--- src/logic/uartPkg.sv ---
package uartPkg;

  // Serial lines handled by the hub
  localparam int numChannels = 4;
  localparam int channelBits = 2;   // Width of a channel number

  // Bit timing on the conditioned line
  localparam int clocksPerBit = 16; // Kept short so simulation runs quickly
  localparam int halfBit = clocksPerBit / 2; // Low time that confirms a start bit

  // Bytes the consumer can take before it must hand credit back
  localparam int creditLimit = 4;
  localparam int creditBits = 3;    // Holds 0 up to creditLimit

  // Receiver FSM states
  typedef enum logic [1:0] {
    idle,   // Waiting for the line to drop
    start,  // Confirming the start bit
    data,   // Shifting in the eight data bits
    stop    // Waiting for the stop sample
  } rxState;

endpackage

--- src/logic/rxByteIf.sv ---
// One received byte handed from a receiver to the collector
interface rxByteIf;

  logic       valid;      // Holding register is full
  logic [7:0] data;       // Received byte, LSB first on the wire
  logic       frameError; // Stop bit was sampled low
  logic       overrun;    // A later byte was lost while this one waited
  logic       taken;      // One-cycle pop from the collector

  modport receiver (
    output valid,
    output data,
    output frameError,
    output overrun,
    input  taken
  );

  modport collector (
    input  valid,
    input  data,
    input  frameError,
    input  overrun,
    output taken
  );

endinterface

--- src/logic/byteCollector.sv ---
module byteCollector (
  input  logic                            clk,
  input  logic                            reset,
  rxByteIf.collector                      chanPorts [uartPkg::numChannels-1:0],
  input  logic                            creditReturn,
  output logic                            outValid,
  output logic [uartPkg::channelBits-1:0] outChannel,
  output logic [7:0]                      outData,
  output logic                            outFrameError,
  output logic                            outOverrun
);
  import uartPkg::*;

  logic [numChannels-1:0] validVec;       // Which receivers hold a byte
  logic [numChannels-1:0] takenVec;       // One-hot pop, or zero
  logic [7:0]             chanData [numChannels];
  logic [numChannels-1:0] chanFrameError;
  logic [numChannels-1:0] chanOverrun;
  logic [channelBits-1:0] lastGrant;      // Round-robin pointer
  logic [channelBits-1:0] pick;           // Next valid channel after the pointer
  logic                   found;
  logic                   grant;
  logic [creditBits-1:0]  credit;         // Bytes the consumer can still accept

  // Flatten the interface array so it can be indexed by a variable
  genvar g;
  generate
    for (g = 0; g < numChannels; g++)
    begin : genTap
      assign validVec[g]        = chanPorts[g].valid;
      assign chanData[g]        = chanPorts[g].data;
      assign chanFrameError[g]  = chanPorts[g].frameError;
      assign chanOverrun[g]     = chanPorts[g].overrun;
      assign chanPorts[g].taken = takenVec[g];
    end
  endgenerate

  // Search starts one past the last grant and wraps
  always_comb
  begin
    found = 1'b0;
    pick  = lastGrant;
    for (int k = 1; k <= numChannels; k++)
    begin
      if (!found && validVec[(lastGrant + k) % numChannels])
      begin
        found = 1'b1;
        pick  = channelBits'((lastGrant + k) % numChannels);
      end
    end
  end

  assign grant    = found && (credit != '0); // Back-pressure leaves bytes in the receivers
  assign takenVec = grant ? (numChannels'(1) << pick) : '0;

  // Pointer, credit and output strobe
  always_ff @(posedge clk or posedge reset)
  begin
    if (reset)
    begin
      outValid  <= 1'b0;
      lastGrant <= channelBits'(numChannels - 1); // Channel 0 goes first
      credit    <= creditBits'(creditLimit);
    end
    else
    begin
      outValid <= grant;
      if (grant)
        lastGrant <= pick;
      case ({grant, creditReturn})
        2'b10:   credit <= credit - 1'b1; // Spend only
        2'b01:   credit <= credit + 1'b1; // Return only
        default: credit <= credit;        // Both or neither cancel out
      endcase
    end
  end

  // Output byte and tags, qualified by outValid
  always_ff @(posedge clk)
  begin
    if (grant)
    begin
      outChannel    <= pick;
      outData       <= chanData[pick];
      outFrameError <= chanFrameError[pick];
      outOverrun    <= chanOverrun[pick];
    end
  end

endmodule

--- src/logic/rxLineConditioner.sv ---
module rxLineConditioner (
  input  logic                           clk,
  input  logic                           reset,
  input  logic [uartPkg::numChannels-1:0] rxd,
  output logic [uartPkg::numChannels-1:0] lineClean
);
  import uartPkg::*;

  logic [numChannels-1:0] syncFirst;  // First flop, may go metastable
  logic [numChannels-1:0] syncSecond; // Safe to use from here on
  logic [numChannels-1:0] histNew;    // Previous synchronized sample
  logic [numChannels-1:0] histOld;    // Sample before that

  // All stages come out of reset at the idle line level
  always_ff @(posedge clk or posedge reset)
  begin
    if (reset)
    begin
      syncFirst  <= '1;
      syncSecond <= '1;
      histNew    <= '1;
      histOld    <= '1;
    end
    else
    begin
      syncFirst  <= rxd;
      syncSecond <= syncFirst;
      histNew    <= syncSecond;
      histOld    <= histNew;
    end
  end

  // Two of three samples must agree
  // A one-cycle glitch only ever occupies one slot of the window
  always_comb
  begin
    for (int i = 0; i < numChannels; i++)
    begin
      lineClean[i] = (syncSecond[i] & histNew[i]) |
                     (syncSecond[i] & histOld[i]) |
                     (histNew[i] & histOld[i]);
    end
  end

endmodule

--- src/logic/uartReceive.sv ---
module uartReceive (
  input  logic      clk,
  input  logic      reset,
  input  logic      line,   // Conditioned serial input
  rxByteIf.receiver rxPort
);
  import uartPkg::*;

  rxState state;
  logic [$clog2(clocksPerBit)-1:0] cycleCnt; // Clocks within the current bit
  logic [2:0] bitCnt;          // Data bit being received
  logic [7:0] shiftReg;        // Byte under assembly
  logic       waitHigh;        // Set after a framing error until the line recovers
  logic       bitEdge;         // Sample point of a data or stop bit
  logic       byteDone;        // Stop bit sampled this cycle

  // One-byte holding register toward the collector
  logic       holdValid;
  logic [7:0] holdData;
  logic       holdFrameError;
  logic       holdOverrun;

  assign bitEdge  = (cycleCnt == clocksPerBit - 1);
  assign byteDone = (state == stop) && bitEdge;

  // Receive FSM
  always_ff @(posedge clk or posedge reset)
  begin
    if (reset)
    begin
      state    <= idle;
      cycleCnt <= '0;
      bitCnt   <= '0;
      waitHigh <= 1'b0;
    end
    else
    begin
      case (state)
        idle:
        begin
          cycleCnt <= $bits(cycleCnt)'(1); // The falling sample counts as the first low
          bitCnt   <= '0;
          if (waitHigh)
          begin
            if (line)
              waitHigh <= 1'b0;       // Line back at idle level, rearm
          end
          else if (!line)
            state <= start;
        end
        start:
        begin
          if (line)
            state <= idle;            // Too short for a start bit
          else if (cycleCnt == halfBit - 1)
          begin
            state    <= data;         // Now near the middle of the start bit
            cycleCnt <= '0;
          end
          else
            cycleCnt <= cycleCnt + 1'b1;
        end
        data:
        begin
          if (bitEdge)
          begin
            cycleCnt <= '0;
            bitCnt   <= bitCnt + 1'b1;
            if (bitCnt == 3'd7)
              state <= stop;
          end
          else
            cycleCnt <= cycleCnt + 1'b1;
        end
        stop:
        begin
          if (bitEdge)
          begin
            state    <= idle;
            waitHigh <= !line;        // Low stop bit, hold off until a high line
          end
          else
            cycleCnt <= cycleCnt + 1'b1;
        end
        default: state <= idle;
      endcase
    end
  end

  // Holding register occupancy
  always_ff @(posedge clk or posedge reset)
  begin
    if (reset)
      holdValid <= 1'b0;
    else if (byteDone)
      holdValid <= 1'b1;              // Either newly loaded or still full
    else if (rxPort.taken)
      holdValid <= 1'b0;
  end

  // Shift register and held byte
  always_ff @(posedge clk)
  begin
    if (state == data && bitEdge)
      shiftReg <= {line, shiftReg[7:1]}; // LSB arrives first
    if (byteDone)
    begin
      if (holdValid && !rxPort.taken)
        holdOverrun <= 1'b1;          // New byte dropped, older one flagged
      else
      begin
        holdData       <= shiftReg;
        holdFrameError <= !line;
        holdOverrun    <= 1'b0;
      end
    end
  end

  assign rxPort.valid      = holdValid;
  assign rxPort.data       = holdData;
  assign rxPort.frameError = holdFrameError;
  assign rxPort.overrun    = holdOverrun;

endmodule

--- src/logic/uartRxHub.sv ---
module uartRxHub (
  input  logic                            clk,
  input  logic                            reset,
  input  logic [uartPkg::numChannels-1:0] rxd,
  input  logic                            creditReturn,
  output logic                            outValid,
  output logic [uartPkg::channelBits-1:0] outChannel,
  output logic [7:0]                      outData,
  output logic                            outFrameError,
  output logic                            outOverrun
);
  import uartPkg::*;

  logic [numChannels-1:0] lineClean; // Synchronized, deglitched lines

  // One byte link per channel
  rxByteIf rxLink [numChannels-1:0] ();

  rxLineConditioner i_lineConditioner (
    .clk       (clk),
    .reset     (reset),
    .rxd       (rxd),
    .lineClean (lineClean)
  );

  genvar g;
  generate
    for (g = 0; g < numChannels; g++)
    begin : genChannel
      uartReceive i_uartReceive (
        .clk    (clk),
        .reset  (reset),
        .line   (lineClean[g]),
        .rxPort (rxLink[g])
      );
    end
  endgenerate

  byteCollector i_byteCollector (
    .clk           (clk),
    .reset         (reset),
    .chanPorts     (rxLink),
    .creditReturn  (creditReturn),
    .outValid      (outValid),
    .outChannel    (outChannel),
    .outData       (outData),
    .outFrameError (outFrameError),
    .outOverrun    (outOverrun)
  );

endmodule

--- config.mk ---
export PLATFORM = sky130hd
export DESIGN_NAME = uartRxHub
export DESIGN_NICKNAME = d
export VERILOG_FILES = /design/src/logic/uartPkg.sv /design/src/logic/rxByteIf.sv /design/src/logic/byteCollector.sv /design/src/logic/rxLineConditioner.sv /design/src/logic/uartReceive.sv /design/src/logic/uartRxHub.sv
export SDC_FILE = /design/constraint.sdc
export NUM_CORES = 1
export LEC_CHECK = 0
export BUFFER_PORTS_ARGS = -buffer_cell sky130_fd_sc_hd__buf_4
export CORE_UTILIZATION = 35
export DETAILED_ROUTE_END_ITERATION = 16
export PLACE_DENSITY = 0.61
export SYNTH_ARGS = -nofsm -noshare
export SYNTH_HDL_FRONTEND = slang
export SYNTH_SLANG_ARGS = --single-unit
--- constraint.sdc ---
create_clock -name clk -period 3.5 [get_ports clk]
set_input_delay 0.35 -clock clk [delete_from_list [all_inputs] [get_ports clk]]
set_output_delay 0.35 -clock clk [all_outputs]
set_load 0.1 [all_outputs]
* Word-level counts from Yosys, hierarchy flattened *
Cells that the tools add are included.

word-level totals
  bits in registers = 150
  word-level logic and storage cells = 329
  output and inout port bits = 13
  bits of input ports = 7

operators by class
  reductions and logical operators = 65
  muxes and demuxes = 113
  add/sub/neg operators = 14
  shift operators = 1
  bitwise logic cells = 25
  order comparisons = 6
  eq/ne operators = 58

operators by type and width
  kind                 count
  $mux 4               17
  $mux 2               32
  $pmux 4 s4           4
  $mux 1               34
  $ne 2x2->1 const B   16
  $pmux 2 s4           4
  $reduce_and 2->1     16
  $pmux 3 s2           5
  $reduce_bool 2->1    13
  $ne 2x1->1 const B   12
  $reduce_and 6->1     4
  $eq 2x2->1 const B   9
  $add 4x1->4 const B  4
  $bmux 8 s2           1
  $eq 4x3->1 const B   4
  $eq 4x4->1 const B   4
  $logic_and 1x1->1    16
  $mux 8               2
  $add 3x1->3 const B  5
  $lt 2x3->1 const B   5
  $and 1x1->1          12
  $bmux 1 s2           6
  $eq 3x3->1 const B   4
  $mux 3               4
  other kinds (14)     49

* Depth between registers and ports, before layout *
Gate-level depths: netlist of run 1.

  depth in word-level cells = 19
  gate-level depth with buffers = 9
  depth with buffers taken out = 9

* Modules after synthesis *
From an unflattened synthesis of run 1, not the netlist that was laid out.

second synthesis, totals
  cells, all modules = 482
  area total of the unflattened synthesis = 6434.9 um2

modules (own cells, without submodules)
  module                                         instances  seq. area each (um2)  area an instance (um2)  cells an instance
  uartReceive (genChannel[0].i_uartReceive ...)  3          815.8                 1218.7                  95
  uartReceive (genChannel[3].i_uartReceive)      1          815.8                 1208.7                  93
  byteCollector                                  1          514.2                 1101.1                  83
  rxLineConditioner                              1          420.4                 469.2                   21

* Worst setup path after synthesis of run 1 *
No wires, ideal clock.

  path type = reg-to-reg
  start point = register i_byteCollector.credit[2]
  end point = register i_byteCollector.credit[1]
  cell stages (with the launch flop) = 8
  slack = 1.054 ns
  buffers on the path = 0
  period minus slack after synthesis = 2.446 ns
  data required time = 3.375 ns
  setup time = 0.125 ns
  data arrival time = 2.322 ns
  path through = dfstp_2 -> nor3_1 -> nor2_1 -> inv_1 -> ha_1 -> inv_1 -> fa_1 -> mux2_2

on the way
  longest elaborated chain between the ends = 4

ends and longest elaborated chain
  what                                                    line                 RTL
  start, declared                                         byteCollector.sv:23  logic [creditBits-1:0] credit;
  start signal, assigned                                  byteCollector.sv:63  credit <= creditBits'(creditLimit);
  start signal, assigned                                  byteCollector.sv:71  2'b10: credit <= credit - 1'b1;
  start signal, assigned                                  byteCollector.sv:72  2'b01: credit <= credit + 1'b1;
  $reduce_bool 3->1 (*)                                   byteCollector.sv:53  assign grant = found && (credit != '0);
  $logic_and 1x1->1 (*)                                   byteCollector.sv:53
  via i_byteCollector.grant                               byteCollector.sv:22  logic grant;
  $eq 2x1->1 / $eq 2x2->1 (equally long branches)         byteCollector.sv:70  case ({grant, creditReturn})
  $pmux 3 s2 / $reduce_bool 2->1 (equally long branches)  n/a

The timed path passes the listed nets; every way through them passes the cells marked *.
A chain may end at the register's enable or synchronous reset.

* Worst setup path in the final report of run 1 *
  start point = register i_byteCollector.lastGrant[1]
  end point = register genChannel[0].i_uartReceive.holdData[2] (enable)

on the way
  longest elaborated chain between the ends = 19

ends and longest elaborated chain
  what                                                     line                                      RTL
  start, declared                                          byteCollector.sv:19                       logic [channelBits-1:0] lastGrant;
  start signal, assigned                                   byteCollector.sv:62                       lastGrant <= channelBits'(numChannels - 1);
  start signal, assigned                                   byteCollector.sv:69                       lastGrant <= pick;
  $add 2x1->2                                              byteCollector.sv:45, byteCollector.sv:48
  $bmux 1 s2                                               byteCollector.sv:45                       if (!found && validVec[(lastGrant + k) % numChannels])
  $mux 1 (implied by the code)                             byteCollector.sv:45
  $mux 1                                                   byteCollector.sv:45
  $logic_not 1->1                                          byteCollector.sv:45
  $logic_and 1x1->1                                        byteCollector.sv:45
  $mux 1                                                   byteCollector.sv:45
  $logic_not 1->1                                          byteCollector.sv:45
  [... 3 more ...]                                         n/a
  $logic_and 1x1->1                                        byteCollector.sv:45
  $mux 2 / $mux 1 (equally long branches)                  byteCollector.sv:45
  $shl 1x2->4 / $logic_and 1x1->1 (equally long branches)  byteCollector.sv:54, byteCollector.sv:53
  $mux 4 (*)                                               byteCollector.sv:54                       assign takenVec = grant ? (numChannels'(1) << pick) : '0;
  $logic_not 1->1 (*)                                      uartReceive.sv:108                        if (holdValid && !rxPort.taken)
  $logic_and 1x1->1 (*)                                    uartReceive.sv:108
  $not 1->1 (no source line) (*)                           n/a
  $reduce_and 2->1 (no source line) (*)                    n/a
  end signal, assigned                                     uartReceive.sv:112                        holdData <= shiftReg;
  end, declared                                            uartReceive.sv:19                         logic [7:0] holdData;

Mark *: on every way between the ends. The rest lies on a longest branch, timed or not. The select of a mux whose other input is x is not followed.

==> flow_results.org, run 1 <==
** GRT
- Via count of the first global-routing pass :: ~3900
- The first global-routing pass estimated ~19000 um of wire.
- Total global-route track usage :: 0.134
- The number of antenna violations at the first check in global routing was 0.
- GRT overflow :: 0
- Maximum number of pins on one net before global-route repair :: 34

** Logic synthesis
- The synthesized netlist contains 58 unique library cells.
- Post-Synthesis Mean Instance Area :: ~13 um^2
- In this run, synthesis inferred 84 flip-flops with an integrated enable.
- The Yosys step of the flow raised 0 warnings.
- In this run the cell area of the synthesized design comes to between 0.006 and 0.007 mm^2.
- Fraction of the yosys area taken by sequential cells :: 0.656
- Flip-flop cell with the highest count after synthesis :: edfxtp_1
- Synth async-reset ratio :: 0.440
- After synthesis the netlist holds a flip-flop and latch count of 150.
- Synth Instances :: between 400 and 500
- Mapped Nets :: about 510

** Pwr
- In this run the power density over the cells is a little over 600 mW/mm^2.
- Peak VDD IR :: 356 uV
- For this design the static power due to leakage is around 2.8 nW.

** Route
- In the routed layout, each cell is associated on average with a via count of roughly 5.2.
- The detailed router finished its first iteration with between 200 and 300 violations.
- Router iterations before antenna repair :: 4
- DR WL/cell :: roughly 15 um
- The routed layout has 3920 vias.
- The detail route stage leaves a number of antenna-violating nets equal to 0.
- The final layout contains routed wiring with a total length of roughly 11000 um.
- DRC violations left :: 0

** Clock tree
- H-tree level count :: 4
- Hold_buf cts :: 0
- Buffers inserted during clock tree synthesis total 17.
- After clock tree synthesis, the repair step resized 0 gates.
- The number of setup buffers added after CTS is 0.
- CTS saw 150 sinks.
- After clock tree synthesis, the clock-pin slew on the worst setup and hold paths is 60 ps.
- At the later pin of the worst-skew pair, clock insertion delay measures between 400 and 500 ps.
- Max clock buf depth :: 2
- Clock tree from TritonCTS :: yes
- Clk Tree Root Cell :: clkbuf_16

** Finish
- At the end of the flow, the number of nets in the layout was about 540.
- The repair_antennas step left the layout with diodes totalling 0.
- Of the cells placed in the final design, the portion with a size suffix greater than 1 is 0.174.
- Compared with the post-synthesis result, the final layout area differs by 15.2%.

** Timing
- In the finished design, the share of the clock period the worst path needs comes to 0.748.
- Worst rel slew slack :: 0.411
- In the final timing run, aggregate negative setup slack is 0 ps.
- The clock arrives with about 11 ps of skew.
- Setup repair after global routing left no endpoint under its margin.
- Final Hold Viols :: 0
- Time the worst path needs with I/O delays and setup :: ~2600 ps
- Final hold slack :: 34.8 ps
- Worst slew pin tran :: between 800 and 900 ps
- Setup violations remaining at the end of the flow were counted as 0.
- Slew Limit Fails :: 0
- For this run, the top clock speed supported by timing is about 380 MHz.

** Die
- Die footprint :: ~0.019 mm^2
- For this design the top-level I/O count stands at 20.
- Die Height :: between 100 and 150 um
- The floorplan step set the die width to roughly 140 um.
- Starting density of the core :: 0.356
- Number of core rows :: between 40 and 50
- Area of the core region :: 0.0180 mm^2

** Worst setup path
- By startpoint and endpoint, the worst setup path is classified as reg -> reg.
- Type of element launching the critical path :: register
- In this run the worst path has a maximum fanout of 9.
- Data on the critical path arrives at its endpoint at 2650 ps.
- Crit path depth :: 4
- Walking the worst path, the cells encountered are mux2i_1, nor2_1, or4_1, o2bb2ai_1.
- The worst register-to-register path has a depth of 4.
- Worst endpoint required time :: roughly 3500 ps
- Slowest stage cell on the critical path :: o2bb2ai_1
- The worst setup path is captured at a register.
- Buffers & Inverters on Critical Path :: 0
- Slowest stage delay, CP :: 730 ps
- Broken down by cell family, the worst path's largest delay share belongs to compound AO/OA/AOI/OAI gates.

** Placed design
- Buffers added on ports :: 19
- Routability-driven placement finished with a final weighted congestion of approximately 0.84.
- Half-perimeter wire length of the detailed placement result :: ~7800 um

** Min path
- The path class of the tightest hold or removal check is in -> reg.
- Along the worst hold path, the cell count comes to 1.

** Status
- The flow ran to the end, and the final reports show no timing, DRC or antenna violations.

** Job
- Across the run, the number of max-cap violations was 0.
layer usage:
metal  GRT usage  vias up  routed length (um)
li1            -     1889                   -
met1       0.168     1934                5150
met2       0.217       80                5630
met4      0.0665        0                 220
met5           0        -                   0
met3      0.0338       17                 362
report_power, final:
| group | switching (W) | leakage, nW | internal (W) |
|---|---|---|---|
| clock network | 0.000709 | 0.266 | 0.00100 |
| registers | 0.000210 | 1.57 | 0.00200 |
| logic | 0.000386 | 0.995 | 0.000288 |
| total | 0.00131 | 2.83 | 0.00329 |
cell usage in the layout, fill, tap and decap left out, drive strengths merged, types with 5 or more instances in the layout:
cell type and count:
edfxtp 84, dfrtp 47, mux2i 35, a21oi 33, buf 30, nand2 27
inv 26, o21ai 25, nor2 23, dfstp 19, clkbuf 19, nand3 17
nor3 14, ha 13, and2 7, a21o 7, a211oi 7, a31oi 7
o22ai 6, a22oi 6, and3 5, o21a 5, clkinv 5
registers in the layout (all words and copies together) (netlist names), named ones only:
signal                                      flops
genChannel.i_uartReceive.rxPort.data           32
genChannel.i_uartReceive.shiftReg              32
genChannel.i_uartReceive.cycleCnt              16
genChannel.i_uartReceive.bitCnt                12
i_byteCollector.outData                         8
genChannel.i_uartReceive.rxPort.frameError      4
genChannel.i_uartReceive.rxPort.overrun         4
genChannel.i_uartReceive.rxPort.valid           4
genChannel.i_uartReceive.state                  4
genChannel.i_uartReceive.waitHigh               4
i_lineConditioner.histNew                       4
i_lineConditioner.histOld                       4
i_lineConditioner.syncFirst                     4
i_lineConditioner.syncSecond                    4
i_byteCollector.credit                          3
i_byteCollector.lastGrant                       2
i_byteCollector.outChannel                      2
i_byteCollector.outFrameError                   1
i_byteCollector.outOverrun                      1
i_byteCollector.outValid                        1
worst reg2reg max path, cell delays in order (launching register included):
cell,delay (ps)
dfstp_2,600
mux2i_1,220
nor2_1,120
or4_1,560
o2bb2ai_1,730
cell families (layout without fill, tap and decap cells):
family	after synthesis	after routing	synth area share
AOI/OAI and AO/OA	126	126	0.129
DFF	150	150	0.656
and+or+nand+nor	109	109	0.0840
adders and majority gates	18	18	0.0350
buffers and inverters	43	85	0.0311
muxes	39	39	0.0617
xor gates and xnor gates	3	3	0.00410
cell type report:
cell class                      instances  area [um^2]
Clock buffer                           19          443
Clock inverter                         13          124
Fill cell                            1649        10600
Inverter                               23         91.3
Multi-Input combinational cell        295         2010
Sequential cell                       150         4200
Tap cell                              229          287
Timing Repair Buffer                   30          225
synth_stat cells (13+ instances only):
master	instances	area (um^2)
edfxtp_1	84	2520
dfrtp_1	47	1180
mux2i_1	35	350
a21oi_1	33	165
nand2_1	27	101
o21ai_0	25	125
nor2_1	23	86.3
inv_1	22	82.6
dfstp_2	19	499
nand3_1	17	85.1
clkbuf_1	14	52.6
ha_1	13	163
nor3_1	13	65.1
worst paths after layout:
kind,startpoint,to,slack [ps]
max in group asynchronous,reset,i_lineConditioner.syncFirst[2]$_DFF_PP1_,2670
worst min-delay path,rxd[0],i_lineConditioner.syncFirst[0]$_DFF_PP1_,30
worst max register to register,i_byteCollector.lastGrant[1]$_DFFE_PP1P_,genChannel[0].i_uartReceive.rxPort.data[2]$_DFFE_PP_,880
worst min register to register,i_lineConditioner.syncFirst[2]$_DFF_PP1_,i_lineConditioner.syncSecond[2]$_DFF_PP1_,350
min in group asynchronous,reset,genChannel[0].i_uartReceive.cycleCnt[3]$_DFFE_PP0P_,50
worst max-delay path,i_byteCollector.lastGrant[1]$_DFFE_PP1P_,genChannel[0].i_uartReceive.rxPort.data[2]$_DFFE_PP_,880
stage by stage:
step                setup WS, ps  cells  power, W  cell area [um^2]  utilization
finish                       882    759   0.00459              7370        0.411
global route                 716    759   0.00483              7370        0.411
CTS                          565    758   0.00464              7370        0.410
detailed placement           595    726   0.00291              6800        0.379
global placement             726    726   0.00286              6800        0.379
floorplan                   1050    488   0.00275              6400            -
(Power assumes the default switching activity.)
==> inputs of run 2 (changes only) <==
==> constraint.sdc (replaced) <==
create_clock -name clk -period 2.45 [get_ports clk]
set_input_delay 0.245 -clock clk [delete_from_list [all_inputs] [get_ports clk]]
set_output_delay 0.245 -clock clk [all_outputs]
set_load 0.1 [all_outputs]
==> flow_results.org, run 2 (synthesized netlist as in run 1, its figures left out) <==
** Status
- The run finished with clean final reports.

** Placed design
- Half-perimeter wire length of the detailed placement result :: ~7900 um
- Buffers placed on the I/O ports in this run total 19.
- Dpl cell area :: slightly below 0.007 mm^2
- Final RePlAce weighted congestion :: ~0.85

** Finish
- Share of final-layout standard cells stronger than drive strength 1 :: 0.183
- For this run, the post-layout net count is about 550.
- 0 antenna diodes ended up in the layout.
- After routing the design area is about 0.0075 mm^2.
- Once layout is complete, the utilization of the core stands at 0.419.
- Commonest non-fill, non-tap cell in the layout :: edfxtp_1
- Fill count :: 1617
- Area added between synthesis and finish :: 17.5%
- Most frequent cells in the layout :: edfxtp_1 (84), dfrtp_1 (47), buf_4 (36)

** GRT
- Via count of the first global-routing pass :: around 3900
- GRT overflow :: 0
- Maximum number of pins on one net before global-route repair :: 30
- For this run, the total global-route usage over all layers was measured as 0.135.
- Initial antenna violation count :: 0
- Global-route wire length before repair :: around 19000 um

** Route
- In this run the remaining antenna-violating nets after routing total 0.
- Summed over all layers, the routed wires come to 11400 um.
- Router iterations before antenna repair :: 4
- DR WL/cell :: approximately 15 um
- For this run, design rule violations remaining after detail routing come to 0.
- Number of DRC markers in iteration 0 :: 243
- Summing over every cut layer, the via total after detailed routing is 3943.
- Routed vias/inst :: between 5 and 6

** Timing
- Fraction of the cycle the final worst path needs :: 0.902
- Unrepaired setup endpoints after global routing :: no
- At the pin with the least slew margin, the transition time is 739 ps.
- The number of hold violations in the final report was 0.
- Headroom to the max-slew limit came out at 0.503.
- Setup violations remaining at the end of the flow were counted as 0.
- Peak Freq :: 453 MHz
- The final number of max-transition violations is 0.
- Largest clock skew in the final design :: around 8.4 ps
- Final setup TNS :: 0 ps
- Final hold slack :: approximately 220 ps
- Time the worst path needs with I/O delays and setup :: approximately 2200 ps

** Clock tree
- After clock tree synthesis, the clock-pin slew on the worst setup and hold paths is 60 ps.
- Insertion delay of the later-clocked pin in the worst-skew pair :: around 420 ps
- Post-CTS setup buffers :: 0
- For this design, the sink count on the clock tree is 150.
- Clock tree from TritonCTS :: yes
- Clk Tree Root Cell :: clkbuf_16
- Max clock buf depth :: 2
- H-tree level count :: 4
- CTS Buf Count :: 17

** Die
- In this run the count of I/O pins placed on the die edge is 20.
- Die footprint :: approximately 0.019 mm^2
- After floorplanning, the core was divided into just under 50 placement rows.
- Measured along the x axis, the die boundary spans 137 um.
- Area of the core region :: around 0.018 mm^2
- The die is 137 um tall.
- The initial utilization of the core area, before any placement, comes to 0.356.

** Worst setup path
- The critical path is of the reg -> reg type.
- Data on the critical path arrives at its endpoint at between 2000 and 3000 ps.
- The worst setup path is captured at a register.
- Along the worst path, the maximum fanout reaches 4.
- Data on the critical path is required at its endpoint by approximately 2800 ps.
- Type of element launching the critical path :: register

** Pwr
- Of the total power, the share spent switching nets is 0.289.
- For this design the static power due to leakage is between 2 and 3 nW.
- Of the total power, combinational logic draws 0.149.
- Net switching power :: ~0.0020 W
- Peak VDD IR :: 516 uV
- The share of total power dissipated in the clock network is 0.393.
- Internal power :: between 0.004 and 0.005 W
- Of the total power, registers draw 0.458.
- Power Density :: roughly 910 mW/mm^2

** Job
- Number of violations of the max-capacitance limit :: 0

** Min path
- Path category of the worst min-delay check :: in -> reg
-- run 2: cell count changes in the layout (fill, tap and decap cells not counted), sizes merged --
cell         change
bufinv           +1
clkinv           -1
clkinvlp         -4
clkbuf           -1
buf              +6
dlygate4sd3      +5
inv              +5
-- run 2: worst max-delay path, stage by stage, from the launching register on --
cell,delay (ps)
dfrtp_1,430
nor3_1,380
nor2_1,120
inv_1,90
ha_1,180
inv_1,70
fa_1,440
xor2_1,150
nor2_1,110
xor2_1,160
-- run 2: metrics by stage --
step,power [W],std cells,setup WS [ps]
floorplan,0.00394,488,3.54
global placement,0.00411,733,330
detailed placement,0.00417,733,240
CTS,0.00689,770,229
global route,0.00718,770,19.0
finish,0.00682,770,240
-- run 2: path summary, 6_finish.rpt --
kind | start | endpoint | slack [ps] | cells past startpoint
max | i_byteCollector.credit[0]$_DFFE_PP0P_ | i_byteCollector.credit[2]$_DFFE_PP1P_ | 240 | 9
min | creditReturn | i_byteCollector.credit[0]$_DFFE_PP0P_ | 220 | 3
max reg2reg | i_byteCollector.credit[0]$_DFFE_PP0P_ | i_byteCollector.credit[2]$_DFFE_PP1P_ | 240 | 9
min reg2reg | i_lineConditioner.syncFirst[2]$_DFF_PP1_ | i_lineConditioner.syncSecond[2]$_DFF_PP1_ | 360 | 0
max in group asynchronous | reset | i_lineConditioner.histOld[2]$_DFF_PP1_ | 1300 | 4
min in group asynchronous | reset | genChannel[1].i_uartReceive.bitCnt[2]$_DFFE_PP0P_ | 380 | 3
-- run 2: what timing repair did --
item / 4_1_cts / 5_1_grt
gates resized for setup: 0 / 0
hold buffers: 5 / 0
hold endpoints to repair: 16 / 0
-- run 2: metal layers --
metal  wire [um]  GRT usage
met1        5140      0.167
met2        5710      0.220
met3         444     0.0416
met4         148     0.0537
met5           0          0
-- run 2: area by class of cell --
cell class              instances  area, um^2  area share
repair buffers                 41         320      0.0426
well taps                     229         287      0.0381
clock buffers                  18         439      0.0584
flip-flops and latches        150        4200       0.558
multi-input cells             295        2010       0.267
inverters                      23        91.3      0.0121
clock inverters                14         180      0.0240
-- run 2: power by group through the flow --
stage          Combinational [W]  Clock, W  Sequential [W]
6_report                 0.00102   0.00268         0.00312
4_1_cts                  0.00102   0.00276         0.00312
2_1_floorplan           0.000878         0         0.00306
3_5_place_dp             0.00101         0         0.00317
5_1_grt                  0.00116   0.00286         0.00316
3_3_place_gp            0.000962         0         0.00314
==> inputs of run 3 (changes only) <==
--- a/config.mk
+++ b/config.mk
@@ -8,6 +8,7 @@
 export BUFFER_PORTS_ARGS = -buffer_cell sky130_fd_sc_hd__buf_4
 export CORE_UTILIZATION = 35
 export DETAILED_ROUTE_END_ITERATION = 16
+export GPL_TIMING_DRIVEN = 0
 export PLACE_DENSITY = 0.61
 export SYNTH_ARGS = -nofsm -noshare
 export SYNTH_HDL_FRONTEND = slang
==> flow_results.org, run 3 (synthesized netlist as in run 1, its figures left out) <==
** Route
- After detailed routing, the number of remaining DRC violations is 0.
- Detailed routing inserted a total of approximately 4000 vias.
- The count of nets left with antenna violations once routing finished came out at 0.
- Wirelength, routed :: between 10000 and 15000 um
- Router iterations before antenna repair :: 7
- DR WL/cell :: around 15 um
- Dividing the detail-routed via count by the number of cells gives a little over 5.
- The detailed router finished its first iteration with ~270 violations.

** Pwr
- Across the VDD grid, the largest voltage drop is between 600 and 700 uV.
- In this run the power density over the cells is between 900 and 1000 mW/mm^2.
- In this run the static leakage power is around 2.9 nW.

** Finish
- Of the cells placed in the final design, the portion with a size suffix greater than 1 is 0.182.
- The top cell types in the final layout, fill and taps aside, are edfxtp_1 (84), dfrtp_1 (46), mux2i_1 (35).
- Leaving out filler cells and counting taps, the final layout contains around 770.
- Counting the fill cells in the layout gives approximately 1600.
- Final-stage net count :: roughly 550
- Final core utilization :: 0.424
- Leaving out fill and tap cells, the most frequent cell in the layout is edfxtp_1.
- Relative to the synthesized area, the layout overhead comes to 18.8%.
- Count of inserted antenna diode cells :: 0

** GRT
- In the global route stage, overall resource usage came out at 0.137.
- The number of antenna violations at the first check in global routing came to 0.
- The first global-routing pass estimated a little under 20000 um of wire.
- GRT overflow :: 0
- Maximum number of pins on one net before global-route repair :: 67
- Via count of the first global-routing pass :: between 3000 and 4000

** Die
- Area of the core region :: approximately 0.018 mm^2
- Die footprint :: 0.0188 mm^2
- Starting density of the core :: 0.356
- 20 I/O pins were placed.
- After floorplanning, the core was divided into between 40 and 50 placement rows.
- Die Height :: roughly 140 um
- The die is 137 um wide.

** Worst setup path
- The worst setup path is launched from a register.
- Critical Path End Type :: register
- Series of cell instances along the critical path :: ha_1, and3_1, clkbuf_1, nand3_1, inv_1, nand2_1, o22ai_4
- Along the worst path, the maximum fanout reaches 9.
- Slowest stage delay, CP :: approximately 430 ps
- The slowest stage of the critical path belongs to the cell dfrtp_1.
- Data on the critical path is required at its endpoint by between 2000 and 3000 ps.
- Data arrives at the worst endpoint at 2340 ps.
- Together, buffers and inverters on the worst path number 2.
- The cell family contributing the most delay on the critical path is simple AND/OR/NAND/NOR gates.
- By startpoint and endpoint, the worst setup path is classified as reg -> reg.

** Timing
- The final number of max-transition violations came to 0.
- Largest clock skew in the final design :: ~7.5 ps
- Fraction of the cycle the final worst path needs :: 0.927
- Static timing analysis puts the maximum clock frequency at 440 MHz.
- The number of hold violations in the final report is 0.
- Worst slew pin tran :: ~850 ps
- The worst path in the final design needs a cycle of 2270 ps, including I/O delays and setup.
- Once routing completed, OpenROAD measured the worst setup slack at 178 ps.
- Setup repair after global routing left no endpoint under its margin.
- Worst rel slew slack :: 0.435
- Number of setup violations in the final report :: 0

** Placed design
- Half-perimeter wire length of the detailed placement result :: 7810 um
- Buffers placed on the I/O ports in this run total 19.
- Count of placed standard cells including taps :: 736
- Worst-case setup slack after placement :: -510 ps
- Final RePlAce weighted congestion :: approximately 0.8

** Min path
- The path class of the tightest hold or removal check is in -> async.

** Clock tree
- Max clock buf depth :: 2
- CTS Buf Count :: 17
- After clock tree synthesis, the clock-pin slew on the worst setup and hold paths is roughly 60 ps.
- Clock tree from TritonCTS :: yes
- The clock drives 150 sinks.
- For the worst-skew pair, the clock arrives at the later sink with an insertion delay of approximately 420 ps.
- Clk Tree Root Cell :: clkbuf_16
- The clock tree synthesis step divided the H-tree into 4 levels.

** Job
- Max-cap violations in this run came to 0.

** Status
- The run finished with clean final reports.
## run 3: cell types whose count changed in the layout (fill, tap and decap cells not counted), moves of 2 or more
cell / previous run / this run
buf_4: 36 / 20
buf_6: 0 / 4
clkbuf_1: 0 / 17
clkbuf_8: 1 / 3
clkinv_2: 0 / 3
clkinv_4: 3 / 1
inv_6: 6 / 1
inv_8: 3 / 0
nor3_1: 13 / 7
nor3_2: 1 / 7
o22ai_1: 6 / 4
o22ai_4: 0 / 2
## run 3: layer usage
metal | track usage | part of all wire | vias up
met5 | 0 | 0 | -
met2 | 0.217 | 0.48 | 101
met4 | 0.0604 | 0.021 | 0
met1 | 0.170 | 0.46 | 1966
li1 | - | - | 1925
met3 | 0.0438 | 0.040 | 20
## run 3: final cells by class
class,count,area (um^2),area share
inverter,23,93.8,0.0123
buffer,20,108,0.0141
tap,229,287,0.0377
sequential,150,4200,0.552
multi-input combinational,295,2110,0.277
timing repair buffer,25,210,0.0276
clock buffer,23,478,0.0628
clock inverter,9,125,0.0164
## run 3: final timing paths
path,start,to,slack [ps],depth (start not counted)
min in group clk,creditReturn,i_byteCollector.credit[0]$_DFFE_PP0P_,230,3
max in group asynchronous,reset,genChannel[2].i_uartReceive.rxPort.valid$_DFFE_PP0P_,1850,2
min reg2reg,i_lineConditioner.syncFirst[3]$_DFF_PP1_,i_lineConditioner.syncSecond[3]$_DFF_PP1_,350,0
min,reset,genChannel[1].i_uartReceive.bitCnt[0]$_DFFE_PP0P_,10,2
max,genChannel[3].i_uartReceive.cycleCnt[0]$_DFFE_PP0P_,genChannel[3].i_uartReceive.rxPort.data[7]$_DFFE_PP_,180,7
max reg2reg,genChannel[3].i_uartReceive.cycleCnt[0]$_DFFE_PP0P_,genChannel[3].i_uartReceive.rxPort.data[7]$_DFFE_PP_,180,7
## run 3: power breakdown
group | total (W) | internal [W] | switching (W)
Sequential | 0.00301 | 0.00285 | 0.000162
Combinational | 0.00121 | 0.000458 | 0.000749
Clock | 0.00264 | 0.00167 | 0.000966
## run 3: timing repair
item / CTS / global route
pin swaps: 0 / 3
endpoints found under the hold margin: 4 / 0
setup buffers: 0 / 2
endpoints found under the setup margin: 47 / 37
hold buffers: 4 / 0
gates resized for setup: 11 / 7
## run 3: through the flow
step / total power [W] / area (um^2) / setup TNS, ps / hold WS [ps]
CTS: 0.00690 / 7530 / 0 / 42.6
floorplan: 0.00394 / 6400 / 0 / 249
detailed placement: 0.00422 / 6840 / -12270 / 347
global route: 0.00721 / 7610 / 0 / 82.8
global placement: 0.00414 / 6830 / -24470 / 345
finish: 0.00686 / 7610 / 0 / 10.7
